`src/verilog/rot_cfg.svh`:
```
// Widths are fixed at 32 bits and ROT_ERR_BASE is honoured by the memory model only
`ifndef ROT_CFG_SVH
`define ROT_CFG_SVH

// Bus widths
`define ROT_ADDR_W    32
`define ROT_DATA_W    32

// Command FIFO entries
`define ROT_CMD_DEPTH 2

// Nonzero reset value of the entropy LFSR
`define ROT_LFSR_SEED 32'h1D87_2F5B

// Memory model answers SLVERR from this address upward
`define ROT_ERR_BASE  32'hF000_0000

`endif
```
`src/verilog/rot_pkg.sv`:
```
// Opcode and response encodings only; EXOKAY and DECERR are not modelled by the wrapper
`include "rot_cfg.svh"

package rot_pkg;

   // Host command opcodes
   // OP_WRITE_RND stores the next LFSR word and ignores the host write data
   typedef enum logic [1:0] {
      OP_READ      = 2'b00,
      OP_WRITE     = 2'b01,
      OP_WRITE_RND = 2'b10
   } rot_op_e;

   // Same values as AXI BRESP and RRESP
   typedef enum logic [1:0] {
      RESP_OKAY   = 2'b00,
      RESP_SLVERR = 2'b10
   } rot_resp_e;

endpackage

```
`src/verilog/rot_axi_wrap.sv`:
```
// AXI4-Lite master only, one transaction outstanding and up to four commands in flight
`timescale 1ns/10ps
`include "rot_cfg.svh"

module rot_axi_wrap import rot_pkg::*; (
   input  logic                     clk_i,
   input  logic                     rst_n_i,
   // Host command link
   input  logic                     cmd_req_i,
   input  rot_op_e                  cmd_op_i,
   input  logic [`ROT_ADDR_W-1:0]   cmd_addr_i,
   input  logic [`ROT_DATA_W-1:0]   cmd_wdata_i,
   output logic                     cmd_ack_o,
   // Host response link
   output logic                     rsp_req_o,
   output logic [`ROT_DATA_W-1:0]   rsp_rdata_o,
   output rot_resp_e                rsp_resp_o,
   input  logic                     rsp_ack_i,
   // AXI AW channel
   output logic [`ROT_ADDR_W-1:0]   aw_addr_o,
   output logic                     aw_valid_o,
   input  logic                     aw_ready_i,
   // AXI W channel
   output logic [`ROT_DATA_W-1:0]   w_data_o,
   output logic [`ROT_DATA_W/8-1:0] w_strb_o,
   output logic                     w_valid_o,
   input  logic                     w_ready_i,
   // AXI B channel
   input  logic [1:0]               b_resp_i,
   input  logic                     b_valid_i,
   output logic                     b_ready_o,
   // AXI AR channel
   output logic [`ROT_ADDR_W-1:0]   ar_addr_o,
   output logic                     ar_valid_o,
   input  logic                     ar_ready_i,
   // AXI R channel
   input  logic [`ROT_DATA_W-1:0]   r_data_i,
   input  logic [1:0]               r_resp_i,
   input  logic                     r_valid_i,
   output logic                     r_ready_o
);

   logic                   cmd_valid;
   rot_op_e                cmd_op;
   logic [`ROT_ADDR_W-1:0] cmd_addr;
   logic [`ROT_DATA_W-1:0] cmd_wdata;
   logic                   cmd_pop;
   logic [`ROT_DATA_W-1:0] rnd_word;
   logic                   rnd_take;
   logic                   res_valid;
   logic [`ROT_DATA_W-1:0] res_rdata;
   rot_resp_e              res_resp;
   logic                   res_ready;

   cmd_intake u_cmd_intake (
      .clk_i,
      .rst_n_i,
      .cmd_req_i,
      .cmd_op_i,
      .cmd_addr_i,
      .cmd_wdata_i,
      .cmd_ack_o,
      .cmd_valid_o (cmd_valid),
      .cmd_op_o    (cmd_op),
      .cmd_addr_o  (cmd_addr),
      .cmd_wdata_o (cmd_wdata),
      .cmd_pop_i   (cmd_pop)
   );

   entropy_lfsr u_entropy_lfsr (
      .clk_i,
      .rst_n_i,
      .rnd_take_i (rnd_take),
      .rnd_word_o (rnd_word)
   );

   axi_xfer_engine u_axi_xfer_engine (
      .clk_i,
      .rst_n_i,
      .cmd_valid_i (cmd_valid),
      .cmd_op_i    (cmd_op),
      .cmd_addr_i  (cmd_addr),
      .cmd_wdata_i (cmd_wdata),
      .cmd_pop_o   (cmd_pop),
      .rnd_word_i  (rnd_word),
      .rnd_take_o  (rnd_take),
      .res_valid_o (res_valid),
      .res_rdata_o (res_rdata),
      .res_resp_o  (res_resp),
      .res_ready_i (res_ready),
      .aw_addr_o,
      .aw_valid_o,
      .aw_ready_i,
      .w_data_o,
      .w_strb_o,
      .w_valid_o,
      .w_ready_i,
      .b_resp_i,
      .b_valid_i,
      .b_ready_o,
      .ar_addr_o,
      .ar_valid_o,
      .ar_ready_i,
      .r_data_i,
      .r_resp_i,
      .r_valid_i,
      .r_ready_o
   );

   rsp_return u_rsp_return (
      .clk_i,
      .rst_n_i,
      .res_valid_i (res_valid),
      .res_rdata_i (res_rdata),
      .res_resp_i  (res_resp),
      .res_ready_o (res_ready),
      .rsp_req_o,
      .rsp_rdata_o,
      .rsp_resp_o,
      .rsp_ack_i
   );

endmodule

```
`src/verilog/rsp_return.sv`:
```
// Holds a single result; a new one is refused until the host has dropped rsp_ack_i
`timescale 1ns/10ps
`include "rot_cfg.svh"

module rsp_return import rot_pkg::*; (
   input  logic                   clk_i,
   input  logic                   rst_n_i,
   input  logic                   res_valid_i,
   input  logic [`ROT_DATA_W-1:0] res_rdata_i,
   input  rot_resp_e              res_resp_i,
   output logic                   res_ready_o,
   output logic                   rsp_req_o,
   output logic [`ROT_DATA_W-1:0] rsp_rdata_o,
   output rot_resp_e              rsp_resp_o,
   input  logic                   rsp_ack_i
);

   localparam logic [1:0] ST_EMPTY = 2'd0;
   localparam logic [1:0] ST_REQ   = 2'd1;
   localparam logic [1:0] ST_DROP  = 2'd2;

   logic [1:0]             state_q;
   logic [`ROT_DATA_W-1:0] rdata_q;
   rot_resp_e              resp_q;
   logic                   load;

   assign res_ready_o = (state_q == ST_EMPTY);
   assign load        = res_valid_i && res_ready_o;

   always_ff @(posedge clk_i) begin
      if (!rst_n_i) begin
         state_q <= ST_EMPTY;
      end else begin
         case (state_q)
            ST_EMPTY: begin
               if (load) begin
                  state_q <= ST_REQ;
               end
            end
            ST_REQ: begin
               if (rsp_ack_i) begin
                  state_q <= ST_DROP;
               end
            end
            // Req is low, wait for the host to release ack
            ST_DROP: begin
               if (!rsp_ack_i) begin
                  state_q <= ST_EMPTY;
               end
            end
            default: begin
               state_q <= ST_EMPTY;
            end
         endcase
      end
   end

   always_ff @(posedge clk_i) begin
      if (load) begin
         rdata_q <= res_rdata_i;
         resp_q  <= res_resp_i;
      end
   end

   assign rsp_req_o   = (state_q == ST_REQ);
   assign rsp_rdata_o = rdata_q;
   assign rsp_resp_o  = resp_q;

   // The engine must hold its B/R ready while this register is busy
   a_no_overrun: assert property (@(posedge clk_i) disable iff (!rst_n_i)
      res_valid_i |-> res_ready_o);

endmodule

```
`src/verilog/axi_xfer_engine.sv`:
```
// One AXI4-Lite transaction at a time; no IDs or bursts, and write results carry zero rdata
`timescale 1ns/10ps
`include "rot_cfg.svh"

module axi_xfer_engine import rot_pkg::*; (
   input  logic                     clk_i,
   input  logic                     rst_n_i,
   // Command FIFO head
   input  logic                     cmd_valid_i,
   input  rot_op_e                  cmd_op_i,
   input  logic [`ROT_ADDR_W-1:0]   cmd_addr_i,
   input  logic [`ROT_DATA_W-1:0]   cmd_wdata_i,
   output logic                     cmd_pop_o,
   // Entropy source
   input  logic [`ROT_DATA_W-1:0]   rnd_word_i,
   output logic                     rnd_take_o,
   // Result to the response side
   output logic                     res_valid_o,
   output logic [`ROT_DATA_W-1:0]   res_rdata_o,
   output rot_resp_e                res_resp_o,
   input  logic                     res_ready_i,
   // AW channel
   output logic [`ROT_ADDR_W-1:0]   aw_addr_o,
   output logic                     aw_valid_o,
   input  logic                     aw_ready_i,
   // W channel
   output logic [`ROT_DATA_W-1:0]   w_data_o,
   output logic [`ROT_DATA_W/8-1:0] w_strb_o,
   output logic                     w_valid_o,
   input  logic                     w_ready_i,
   // B channel
   input  logic [1:0]               b_resp_i,
   input  logic                     b_valid_i,
   output logic                     b_ready_o,
   // AR channel
   output logic [`ROT_ADDR_W-1:0]   ar_addr_o,
   output logic                     ar_valid_o,
   input  logic                     ar_ready_i,
   // R channel
   input  logic [`ROT_DATA_W-1:0]   r_data_i,
   input  logic [1:0]               r_resp_i,
   input  logic                     r_valid_i,
   output logic                     r_ready_o
);

   localparam logic [1:0] ST_IDLE = 2'd0;
   localparam logic [1:0] ST_ADDR = 2'd1;
   localparam logic [1:0] ST_RESP = 2'd2;

   logic [1:0]             state_q;
   rot_op_e                op_q;
   logic [`ROT_ADDR_W-1:0] addr_q;
   logic [`ROT_DATA_W-1:0] wdata_q;
   logic                   aw_valid_q;
   logic                   w_valid_q;
   logic                   ar_valid_q;
   logic                   is_write;
   logic                   aw_done;
   logic                   w_done;
   logic                   ar_done;
   logic                   b_beat;
   logic                   r_beat;

   assign cmd_pop_o  = (state_q == ST_IDLE) && cmd_valid_i;
   assign rnd_take_o = cmd_pop_o && (cmd_op_i == OP_WRITE_RND);
   assign is_write   = (op_q != OP_READ);

   // Channel finished earlier or accepted this cycle
   assign aw_done = !aw_valid_q || aw_ready_i;
   assign w_done  = !w_valid_q || w_ready_i;
   assign ar_done = !ar_valid_q || ar_ready_i;

   always_ff @(posedge clk_i) begin
      if (!rst_n_i) begin
         state_q    <= ST_IDLE;
         aw_valid_q <= 1'b0;
         w_valid_q  <= 1'b0;
         ar_valid_q <= 1'b0;
      end else begin
         case (state_q)
            ST_IDLE: begin
               if (cmd_valid_i) begin
                  state_q    <= ST_ADDR;
                  aw_valid_q <= (cmd_op_i != OP_READ);
                  w_valid_q  <= (cmd_op_i != OP_READ);
                  ar_valid_q <= (cmd_op_i == OP_READ);
               end
            end
            ST_ADDR: begin
               if (aw_ready_i) begin
                  aw_valid_q <= 1'b0;
               end
               if (w_ready_i) begin
                  w_valid_q <= 1'b0;
               end
               if (ar_ready_i) begin
                  ar_valid_q <= 1'b0;
               end
               if (is_write ? (aw_done && w_done) : ar_done) begin
                  state_q <= ST_RESP;
               end
            end
            ST_RESP: begin
               if (b_beat || r_beat) begin
                  state_q <= ST_IDLE;
               end
            end
            default: begin
               state_q <= ST_IDLE;
            end
         endcase
      end
   end

   // Random writes take the LFSR word seen in the pop cycle
   always_ff @(posedge clk_i) begin
      if (cmd_pop_o) begin
         op_q    <= cmd_op_i;
         addr_q  <= cmd_addr_i;
         wdata_q <= (cmd_op_i == OP_WRITE_RND) ? rnd_word_i : cmd_wdata_i;
      end
   end

   assign aw_addr_o  = addr_q;
   assign aw_valid_o = aw_valid_q;
   assign w_data_o   = wdata_q;
   assign w_strb_o   = '1;
   assign w_valid_o  = w_valid_q;
   assign ar_addr_o  = addr_q;
   assign ar_valid_o = ar_valid_q;

   // Response side full stalls the bus here
   assign b_ready_o = (state_q == ST_RESP) && is_write && res_ready_i;
   assign r_ready_o = (state_q == ST_RESP) && !is_write && res_ready_i;
   assign b_beat    = b_valid_i && b_ready_o;
   assign r_beat    = r_valid_i && r_ready_o;

   assign res_valid_o = b_beat || r_beat;
   assign res_resp_o  = r_beat ? rot_resp_e'(r_resp_i) : rot_resp_e'(b_resp_i);
   // Failed reads return zero whatever the slave drives
   assign res_rdata_o = (r_beat && (r_resp_i == RESP_OKAY)) ? r_data_i : '0;

   a_aw_hold: assert property (@(posedge clk_i) disable iff (!rst_n_i)
      aw_valid_o && !aw_ready_i |=> aw_valid_o && $stable(aw_addr_o));

   a_w_hold: assert property (@(posedge clk_i) disable iff (!rst_n_i)
      w_valid_o && !w_ready_i |=> w_valid_o && $stable(w_data_o));

   a_ar_hold: assert property (@(posedge clk_i) disable iff (!rst_n_i)
      ar_valid_o && !ar_ready_i |=> ar_valid_o && $stable(ar_addr_o));

endmodule

```
`src/verilog/entropy_lfsr.sv`:
```
// Not a secure RNG; word 0 is the seed and each rnd_take_i moves to the next word
`timescale 1ns/10ps
`include "rot_cfg.svh"

module entropy_lfsr (
   input  logic                   clk_i,
   input  logic                   rst_n_i,
   input  logic                   rnd_take_i,
   output logic [`ROT_DATA_W-1:0] rnd_word_o
);

   // Right-shifting Galois form of x^32+x^22+x^2+x+1
   localparam logic [31:0] TAPS = 32'h8020_0003;

   logic [31:0] lfsr_q;
   logic [31:0] lfsr_next;

   // Feedback applied when the bit shifted out is one
   assign lfsr_next = {1'b0, lfsr_q[31:1]} ^ (lfsr_q[0] ? TAPS : 32'h0);

   always_ff @(posedge clk_i) begin
      if (!rst_n_i) begin
         lfsr_q <= `ROT_LFSR_SEED;
      end else if (rnd_take_i) begin
         lfsr_q <= lfsr_next;
      end
   end

   assign rnd_word_o = lfsr_q;

   // A zero state would lock the sequence up for good
   a_never_zero: assert property (@(posedge clk_i) disable iff (!rst_n_i)
      lfsr_q != '0);

endmodule

```
`src/verilog/cmd_intake.sv`:
```
// Host must keep op, addr and wdata stable while cmd_req_i is high and wait for ack to drop
`timescale 1ns/10ps
`include "rot_cfg.svh"

module cmd_intake import rot_pkg::*; (
   input  logic                   clk_i,
   input  logic                   rst_n_i,
   input  logic                   cmd_req_i,
   input  rot_op_e                cmd_op_i,
   input  logic [`ROT_ADDR_W-1:0] cmd_addr_i,
   input  logic [`ROT_DATA_W-1:0] cmd_wdata_i,
   output logic                   cmd_ack_o,
   output logic                   cmd_valid_o,
   output rot_op_e                cmd_op_o,
   output logic [`ROT_ADDR_W-1:0] cmd_addr_o,
   output logic [`ROT_DATA_W-1:0] cmd_wdata_o,
   input  logic                   cmd_pop_i
);

   localparam int DEPTH = `ROT_CMD_DEPTH;
   localparam int PTR_W = (DEPTH > 1) ? $clog2(DEPTH) : 1;
   localparam int CNT_W = $clog2(DEPTH + 1);

   localparam logic [1:0] ST_IDLE = 2'd0;
   localparam logic [1:0] ST_WAIT = 2'd1;
   localparam logic [1:0] ST_ACK  = 2'd2;

   logic                   req_q;
   logic                   req_rise;
   logic [1:0]             state_q;
   logic                   push;
   logic                   full;
   logic [PTR_W-1:0]       wr_ptr_q;
   logic [PTR_W-1:0]       rd_ptr_q;
   logic [CNT_W-1:0]       count_q;
   rot_op_e                op_mem    [DEPTH];
   logic [`ROT_ADDR_W-1:0] addr_mem  [DEPTH];
   logic [`ROT_DATA_W-1:0] wdata_mem [DEPTH];

   function automatic logic [PTR_W-1:0] ptr_inc(input logic [PTR_W-1:0] ptr);
      if (ptr == PTR_W'(DEPTH - 1)) begin
         return '0;
      end
      return ptr + 1'b1;
   endfunction

   // Edge detector on the host request
   always_ff @(posedge clk_i) begin
      if (!rst_n_i) begin
         req_q <= 1'b0;
      end else begin
         req_q <= cmd_req_i;
      end
   end

   assign req_rise = cmd_req_i & ~req_q;
   assign full     = (count_q == CNT_W'(DEPTH));

   // Capture on the edge, or later once a slot frees up
   assign push = ((state_q == ST_IDLE) && req_rise && !full) ||
                 ((state_q == ST_WAIT) && !full);

   // Ack phase
   always_ff @(posedge clk_i) begin
      if (!rst_n_i) begin
         state_q <= ST_IDLE;
      end else begin
         case (state_q)
            ST_IDLE: begin
               if (req_rise) begin
                  state_q <= full ? ST_WAIT : ST_ACK;
               end
            end
            ST_WAIT: begin
               if (!full) begin
                  state_q <= ST_ACK;
               end
            end
            ST_ACK: begin
               if (!cmd_req_i) begin
                  state_q <= ST_IDLE;
               end
            end
            default: begin
               state_q <= ST_IDLE;
            end
         endcase
      end
   end

   assign cmd_ack_o = (state_q == ST_ACK);

   // Circular FIFO pointers and fill level
   always_ff @(posedge clk_i) begin
      if (!rst_n_i) begin
         wr_ptr_q <= '0;
         rd_ptr_q <= '0;
         count_q  <= '0;
      end else begin
         if (push) begin
            wr_ptr_q <= ptr_inc(wr_ptr_q);
         end
         if (cmd_pop_i) begin
            rd_ptr_q <= ptr_inc(rd_ptr_q);
         end
         case ({push, cmd_pop_i})
            2'b10:   count_q <= count_q + 1'b1;
            2'b01:   count_q <= count_q - 1'b1;
            default: count_q <= count_q;
         endcase
      end
   end

   always_ff @(posedge clk_i) begin
      if (push) begin
         op_mem[wr_ptr_q]    <= cmd_op_i;
         addr_mem[wr_ptr_q]  <= cmd_addr_i;
         wdata_mem[wr_ptr_q] <= cmd_wdata_i;
      end
   end

   assign cmd_valid_o = (count_q != '0);
   assign cmd_op_o    = op_mem[rd_ptr_q];
   assign cmd_addr_o  = addr_mem[rd_ptr_q];
   assign cmd_wdata_o = wdata_mem[rd_ptr_q];

   // A push into a full FIFO would drive the fill level past the depth
   a_no_push_full: assert property (@(posedge clk_i) disable iff (!rst_n_i)
      count_q <= CNT_W'(DEPTH));

   // The engine only pops what it has seen
   a_no_pop_empty: assert property (@(posedge clk_i) disable iff (!rst_n_i)
      cmd_pop_i |-> cmd_valid_o);

endmodule

```
`config.mk`:
```
export PLATFORM = sky130hd
export DESIGN_NAME = rot_axi_wrap
export DESIGN_NICKNAME = d
export VERILOG_FILES = /design/src/verilog/rot_pkg.sv /design/src/verilog/rot_axi_wrap.sv /design/src/verilog/rsp_return.sv /design/src/verilog/axi_xfer_engine.sv /design/src/verilog/entropy_lfsr.sv /design/src/verilog/cmd_intake.sv
export VERILOG_INCLUDE_DIRS = /design/src /design/src/verilog
export SDC_FILE = /design/constraint.sdc
export NUM_CORES = 1
export LEC_CHECK = 0
export BUFFER_PORTS_ARGS = -buffer_cell sky130_fd_sc_hd__buf_2
export CAP_MARGIN = 20
export CORE_UTILIZATION = 48
export DETAILED_ROUTE_END_ITERATION = 10
export PLACE_DENSITY = 0.73
export SYNTH_ARGS = -nofsm -noshare
export SYNTH_HDL_FRONTEND = slang
export SYNTH_SLANG_ARGS = --single-unit
```
`constraint.sdc`:
```
create_clock -name clk_i -period 3.9 [get_ports clk_i]
set_input_delay 0.195 -clock clk_i [delete_from_list [all_inputs] [get_ports clk_i]]
set_output_delay 0.195 -clock clk_i [all_outputs]
set_load 0.01 [all_outputs]
```
# Word level (Yosys, flattened, before mapping)
# Memories as Yosys holds them, arrays and structs flattened. A register that Yosys moved wholly into a read port is not among the register bits.
# Index checks and enable logic that the tools add are counted.
# W data, S select, Z words.
# totals
ramBits,132
memories,3
out_inout_bits,141
reg_bits,114
# memory_table
memory,words,word_bits,read_ports,rd_clocked_by_memory_dff,write_ports,line,source
u_cmd_intake.addr_mem,2,32,1,1,1,cmd_intake.sv:37,logic [`ROT_ADDR_W-1:0] addr_mem [DEPTH];
u_cmd_intake.wdata_mem,2,32,1,1,1,cmd_intake.sv:38,logic [`ROT_DATA_W-1:0] wdata_mem [DEPTH];
u_cmd_intake.op_mem,2,2,1,1,1,cmd_intake.sv:36,rot_op_e op_mem [DEPTH];
# op_classes
bitwise_logic,3
reduce_logical,40
eq_ne,22
add_sub_neg,4
muxes,42
# ops
op,n
$mux W32,2
$xor A31 B32 Y32,1
$mux W1,22
$mux W2,11
$pmux W2 S3,3
$reduce_and A3 Y1,6
$logic_and A1 B1 Y1,14
$eq A2 B2 Y1 const B,6
$ne A2 B1 Y1 const B,6
$ne A2 B2 Y1 const B,6
$logic_not A2 Y1,5
$reduce_bool A2 Y1,5
$eq A2 B1 Y1 const B,4
$pmux W1 S2,3
$logic_not A1 Y1,5
$logic_or A1 B1 Y1,5
$pmux W2 S2,1
$add A1 B1 Y1 const B,2
$add A2 B1 Y2 const B,1
$sub A2 B1 Y2 const B,1
$and A1 B1 Y1,1
$not A1 Y1,1

# Longest topological paths before layout
# Gate-level depths: netlist of the first run.
# logic_depth
depth_word,9
mapped_depth,9
ltp_nobuf,7

# By module
# From an unflattened synthesis of the first run, not the netlist that was laid out.
# unflattened
hier_cells,637
area_unflattened_um2,10854.2
# by_module_without_submodules
mod,n_inst,cells_each,area_each_um2
cmd_intake,1,241,5094.9
axi_xfer_engine,1,217,3228.1
entropy_lfsr,1,135,1421.4
rsp_return,1,44,1109.8

# Worst setup path before layout of the first run
# No wires, ideal clock.
# synth_path
path_kind,reg-to-reg
start,register u_cmd_intake.req_q
end,memory u_cmd_intake.addr_mem[0][0] (netlist name) (enable)
required_time_ps,3408
t_arrival_ps,3431
synth_period_minus_slack_ps,3923
n_path_buf,0
setup_slack_ps,-23
path_stages_with_launch,4
path_cell_list,dfxtp_1 > nor2b_1 > o221ai_1 > nor2_1
# synth_via
elab_chain_cells,7
# synth_lines
element,line,source
start: declaration,cmd_intake.sv:28,logic req_q;
start signal: assignment,cmd_intake.sv:52,req_q <= cmd_req_i;
$not A1 Y1,cmd_intake.sv:56,assign req_rise = cmd_req_i & ~req_q;
$and A1 B1 Y1,cmd_intake.sv:56,
$logic_and A1 B1 Y1 (2 in a row),cmd_intake.sv:60,assign push = ((state_q == ST_IDLE) && req_rise && !full) ||
$logic_or A1 B1 Y1,cmd_intake.sv:60,
$mux W1,cmd_intake.sv:115,if (push) begin
$mux W1 (implied by the code),cmd_intake.sv:117,addr_mem[wr_ptr_q] <= cmd_addr_i;
end: declaration,cmd_intake.sv:37,
# Every way passes these cells.

# Final worst setup path of the first run
# layout_path
start,register u_rsp_return.state_q[1]
end,register u_rsp_return.rdata_q[24] (netlist: u_rsp_return.rsp_rdata_o[24]) (data pin)
# layout_via
elab_chain_cells,4
# layout_lines
element,line,source
start: declaration,rsp_return.sv:22,logic [1:0] state_q;
start signal: assignment,rsp_return.sv:32,state_q <= ST_EMPTY;
start signal: assignment,rsp_return.sv:37,state_q <= ST_REQ;
start signal: assignment,rsp_return.sv:42,state_q <= ST_DROP;
$logic_not A2 Y1,rsp_return.sv:27,assign res_ready_o = (state_q == ST_EMPTY);
$logic_and A1 B1 Y1,axi_xfer_engine.sv:134,assign r_ready_o = (state_q == ST_RESP) && !is_write && res_ready_i;
$logic_and A1 B1 Y1,axi_xfer_engine.sv:136,assign r_beat = r_valid_i && r_ready_o;
$logic_and A1 B1 Y1,axi_xfer_engine.sv:141,assign res_rdata_o = (r_beat && (r_resp_i == RESP_OKAY)) ? r_data_i : '0;
end signal: assignment,rsp_return.sv:60,rdata_q <= res_rdata_i;
end: declaration,rsp_return.sv:23,logic [`ROT_DATA_W-1:0] rdata_q;
# Every way passes these cells.
# A chain may end at the register's enable or synchronous reset.

==> results of run 1 <==
## synth_stat cells (2+ instances only)
cell type  instances  area, um^2
nor3_1             2       10.01
dfxtp_1           47       940.9
edfxtp_1         232        6967
and2_2            31       232.7
and3_1             2       12.51
nand3_1           31       155.2
nor2b_1            3       18.77
o21ai_0           36       180.2
clkbuf_2           3       15.01
nand2_1           34       127.6
o2bb2ai_1          3       26.28
and2_1            10       62.56
xor2_1             3       26.28
a21boi_0           4       30.03
nand3b_1           2       15.01
clkbuf_1          28       105.1
or4b_4             2       27.53
a21oi_1           34       170.2
xnor2_1            3       26.28
buf_1              3       11.26
mux2i_1           32       320.3
buf_4             36       270.3
o22ai_1            3       18.77
inv_1              7       26.28
o21a_1             2       15.01
mux2_2            36       405.4
nor2_1            39       146.4
## metal layers
layer | GRT usage (%) | up-vias
met2 | 36.25 | 229
li1 | - | 3113
met3 | 3.293 | 22
met5 | 0 | -
met1 | 23.61 | 3129
met4 | 5.253 | 0
## worst max-delay path, stage by stage, from the launching register on
cell and delay (ps):
dfxtp_1 330, or4b_4 580, or4b_4 570, nor3_4 680
and2_2 280
## stage by stage
stage | total power (uW) | hold slack, ps | util, %
global placement | 6484 | 382.7 | 55.57
detailed placement | 6541 | 385.7 | 55.57
global route | 9734 | 20.65 | 65.04
finish | 9277 | 14.34 | 65.04
CTS | 9342 | 2.453 | 64.95
floorplan | 5806 | 293.9 | -
## area by class of cell
| class | instances | area (um^2) |
|---|---|---|
| fillers | 1537 | 7418 |
| repair buffers | 361 | 2377 |
| multi-input cells | 329 | 2195 |
| flip-flops and latches | 279 | 7909 |
| well taps | 275 | 344.1 |
| clock buffers | 33 | 750.7 |
| clock inverters | 19 | 198.9 |
| inverters | 7 | 27.53 |
## path summary, 6_finish.rpt
| check | from | to | slack (ps) | cells past startpoint |
|---|---|---|---|---|
| min | r_resp_i[0] | u_rsp_return.rsp_resp_o[0] | 10 | 2 |
| min reg2reg | u_entropy_lfsr.rnd_word_o[21] | u_entropy_lfsr.rnd_word_o[21] | 490 | 2 |
| max reg2reg | u_rsp_return.state_q[1] | u_rsp_return.rsp_rdata_o[24] | 1320 | 4 |
| max | u_rsp_return.state_q[1] | u_rsp_return.rsp_rdata_o[24] | 1320 | 4 |
## where the power goes
part	switching (uW)	internal (uW)	total, uW
logic	1300	864	2170
registers	308	4100	4410
clock network	1110	1590	2700
total	2730	6550	9280
## cells in the final DEF, fill, tap and decap left out, types with 32 or more instances in the layout
| master | count |
|---|---|
| buf_2 | 247 |
| edfxtp_1 | 232 |
| dlygate4sd3_1 | 104 |
| dfxtp_1 | 46 |
| nor2_1 | 37 |
| mux2_2 | 36 |
| o21ai_0 | 36 |
| nand2_1 | 34 |
| a21oi_1 | 33 |
| and2_2 | 32 |
| mux2i_1 | 32 |
## state kept, by name, indices dropped and copies added, names as in the netlist, 2 cells and up, named ones only
name	flops
u_axi_xfer_engine.w_data_o	32
u_entropy_lfsr.rnd_word_o	32
u_cmd_intake.wdata_mem	64
u_rsp_return.rsp_resp_o	2
u_axi_xfer_engine.state_q	2
u_axi_xfer_engine.ar_addr_o	32
u_rsp_return.rsp_rdata_o	32
u_axi_xfer_engine.op_q	2
u_cmd_intake.state_q	2
u_cmd_intake.op_mem	4
u_cmd_intake.addr_mem	64
u_rsp_return.state_q	2
u_cmd_intake.count_q	2
## logic make-up after synthesis
family / share of synthesized area [%]
XOR/XNOR: 0.5013
adder cells (fa/ha/maj): 0.1193
AND/OR/NAND/NOR: 8.354
AO/OA/AOI/OAI: 4.511
other: 0.03577
multiplexers: 6.922
buffers and inverters: 4.129
flip-flops: 75.43
==> results_dict.tcl, run 1 <==
set metrics [dict create \
    outcome "finished, final reports clean" \
    die_height_um 149.8 \
    fmax_mhz 388.3 \
    peakVddDrop_v 0.0004606 \
    synth_cell_types 42 \
    initial_core_util_pct 49.40 \
    skew_ps 10.62 \
    postCtsSetupRepairBufs 0 \
    start_kind "flop" \
    final.period_utilization_pct 66.04 \
    setup_violations 0 \
    grt_pass1_vias 6584 \
    place_ws_ps 1339 \
    slew_headroom_pct 32.17 \
    postLayoutCellArea_um2 13800 \
    required_ps 4310 \
    crit_type "reg -> reg" \
    portBuffers 247 \
    worstPathArrival_ps 2980 \
    avgSynthCellArea_um2 15.35 \
    ctsHoldBuffers 104 \
    placed_area_um2 11790 \
    clock_path_buffers 3 \
    first_pass_iters 5 \
    fp.coreArea_um2 21220 \
    cts.reportedPaths.clkPinSlew_ps 60 \
    final_cells 1303 \
    tightestPinTransition_ps 1017 \
    postRouteWirelength_mm 22.53 \
    wire_per_inst_um 17.29 \
    synthFlopType "edfxtp_1" \
    rows 53 \
    path_max_fanout 32 \
    power.density_nw_per_um2 672.1 \
    met1Wirelength_mm 8.816 \
    root_buffer "clkbuf_16" \
    slew_viol_final 0 \
    maxCapViolCount 0 \
    layout_setup_ws_ps 1324 \
    via_per_inst 4.983 \
    cts_sinks 279 \
    gp_congestion 0.7573 \
    cts.htree.levels 1 \
    grt_max_degree 68 \
    drc 0 \
    synth_cells 683 \
    finalSetupTns_ps 0 \
    numCtsBuffers 28 \
    p_leak_uw 0.005179 \
    async_flop_share_pct 0 \
    gr-usage-all-layers_pct 19.66 \
    timing.final.crit_period_ps 2576 \
    layout-drive-gt1-share_pct 37.26 \
    hp-class "in -> reg" \
    placed_cells 1146 \
    io_pins 252 \
    route.met2.wl_mm 11.99 \
    num_vias 6493 \
    drt_iter0_markers 327 \
    drtAntennaViolNets 0 \
    grt_overflow_total 0 \
    ys_ff_latch 279 \
    grt_pass1_wl_mm 33.94 \
    syn2layout_area_growth_pct 31.65 \
    dp_hpwl_mm 13.33 \
    wl_met3_mm 1.371 \
    die_w_um 149.8 \
    synth_area_um2 10480 \
    worst_setup_path_end_kind "flop" \
    diodes 0 \
    finalNetCount 1118 \
    cts_tree "built" \
    ys_seq_area_share_pct 75.43 \
    synth_edf_count 232 \
    cts_resized 0 \
    hold_viol_final 0 \
    rsz0062_at_grt "false" \
    dieArea_um2 22440 \
    routed.top_layer "met4" \
    antenna_found_initial 0 \
    yosysWarnings 0 \
    clock_latency_ps 540 \
]
Note: power is estimated with default switching activity, not from simulation.
==> inputs of run 2 (changes only) <==
clock period = 2.2 ns   (was 3.9 ns; I/O delays follow)
==> run 2 against run 1 <==
Combinational power up 85%. Cell area up 0.60%. Critical endpoint is now u_rsp_return.rsp_rdata_o[25]. Largest power group unchanged. Global-route usage down 0.48 points. Sequential share of layout area down 0.31 points. Maximum frequency up 25%.
==> results_dict.tcl, run 2 (synthesized netlist as in run 1, its figures left out) <==
set metrics [dict create \
    slew_headroom_pct 43.23 \
    drc 0 \
    initial_core_util_pct 49.40 \
    cts_tree "built" \
    crit_type "reg -> reg" \
    internal_power_uw 11560 \
    finalSetupTns_ps 0 \
    clock_power_share_pct 27.3 \
    final.period_utilization_pct 93.69 \
    post-route-util_pct 65.43 \
    timing.rr.end "u_rsp_return.rsp_rdata_o[25]" \
    cts_resized 0 \
    skew_ps 7.632 \
    grt_pass1_vias 6424 \
    syn2layout_area_growth_pct 32.44 \
    finalNetCount 1128 \
    gp_congestion 0.7635 \
    cts_sinks 279 \
    postLayoutCellArea_um2 13880 \
    power.density_nw_per_um2 1170 \
    placed_cells 1156 \
    crit_start "u_rsp_return.state_q[1]" \
    drtAntennaViolNets 0 \
    postCtsSetupRepairBufs 0 \
    clock_latency_ps 520 \
    rsz0062_at_grt "false" \
    first_pass_iters 6 \
    min_path_cells 4 \
    r2r-start "u_rsp_return.state_q[1]" \
    required_ps 2600 \
    maxCapViolCount 0 \
    grt_overflow_total 0 \
    gr-usage-all-layers_pct 19.18 \
    dp_hpwl_mm 13.78 \
    cts.htree.levels 1 \
    die_height_um 149.8 \
    slew_viol_final 0 \
    path_max_fanout 32 \
    via_per_inst 4.904 \
    fmax_mhz 485.2 \
    p_sw_uw 4679 \
    wire_per_inst_um 16.78 \
    postRouteWirelength_mm 22.00 \
    timing.final.crit_period_ps 2061 \
    grt_pass1_wl_mm 33.08 \
    hp-class "in -> reg" \
    num_vias 6429 \
    dieArea_um2 22440 \
    grt_max_degree 51 \
    hold_viol_final 0 \
    setup_violations 0 \
    diodes 0 \
    peakVddDrop_v 0.0008557 \
    start_kind "flop" \
    cts.reportedPaths.clkPinSlew_ps 60 \
    seqPwrFrac_pct 48.0 \
    rows 53 \
    placed_area_um2 11970 \
    worst_setup_path_end_kind "flop" \
    final_common_cell "buf_2" \
    outcome "finished, final reports clean" \
    final_cell_mix "buf_2 (247), edfxtp_1 (232), dlygate4sd3_1 (105)" \
    final_cells 1311 \
    portBuffers 247 \
    io_pins 252 \
    drt_iter0_markers 311 \
    die_w_um 149.8 \
    clock_path_buffers 3 \
    layout-drive-gt1-share_pct 37.26 \
    r2r_slack_ps 140 \
    combPwrFrac_pct 24.7 \
    ctsHoldBuffers 105 \
    root_buffer "clkbuf_16" \
    numCtsBuffers 28 \
    top_regs "u_cmd_intake.addr_mem (64), u_cmd_intake.wdata_mem (64)" \
    antenna_found_initial 0 \
    p_leak_uw 0.005198 \
    tightestPinTransition_ps 851.6 \
    swShare_pct 28.81 \
    reg2regPathDepth 5 \
    cp-endpoint "u_rsp_return.rsp_rdata_o[25]" \
    fp.coreArea_um2 21220 \
    worstPathArrival_ps 2460 \
]
==> run 2: layout make-up <==
cell class	instances	area, um^2
flip-flops and latches	279	7913
fillers	1521	7336
repair buffers	371	2517
multi-input cells	329	2215
clock buffers	44	812.0
well taps	275	344.1
clock inverters	6	53.80
inverters	7	30.03
==> run 2: worst min-delay path by stage <==
stage | startpoint | end
after global routing | r_valid_i | u_axi_xfer_engine.state_q[1]
final | r_valid_i | u_axi_xfer_engine.state_q[1]
after floorplan | cmd_addr_i[0] | u_cmd_intake.addr_mem[0][0]
after global placement | cmd_wdata_i[13] | u_cmd_intake.wdata_mem[0][13]
after detailed placement | cmd_wdata_i[2] | u_cmd_intake.wdata_mem[1][2]
after CTS | r_valid_i | u_axi_xfer_engine.state_q[1]
==> run 2: power groups by stage <==
stage,clock network [uW],logic (uW),registers [uW]
after global placement,0,3820,7850
final,4430,4010,7790
after global routing,4730,4400,7910
after detailed placement,0,3900,7870
after floorplan,0,2210,8140
after CTS,4540,4060,7790
==> run 2: metrics by stage <==
stage | setup WS (ps) | power [uW] | hold slack [ps]
3_3_place_gp | 183.7 | 11680 | 297.3
4_1_cts | 129.9 | 16390 | 26.06
6_report | 138.8 | 16240 | 37.96
3_5_place_dp | 146.2 | 11780 | 300.7
2_1_floorplan | -553.1 | 10350 | 208.9
5_1_grt | 60.82 | 17040 | 54.93
==> run 2: metal layers <==
metal	wire, um	global-route usage (%)	up-vias
li1	-	-	3122
met1	9046	23.62	3069
met2	11260	34.35	209
met3	1206	3.354	29
met4	486	5.657	0
met5	0	0	-
==> run 2: critical path: stages (launching register included) <==
cell and delay, ps:
dfxtp_1 320, or4b_4 540, or4b_4 560, nor3_4 180
buf_12 180, and2_2 150
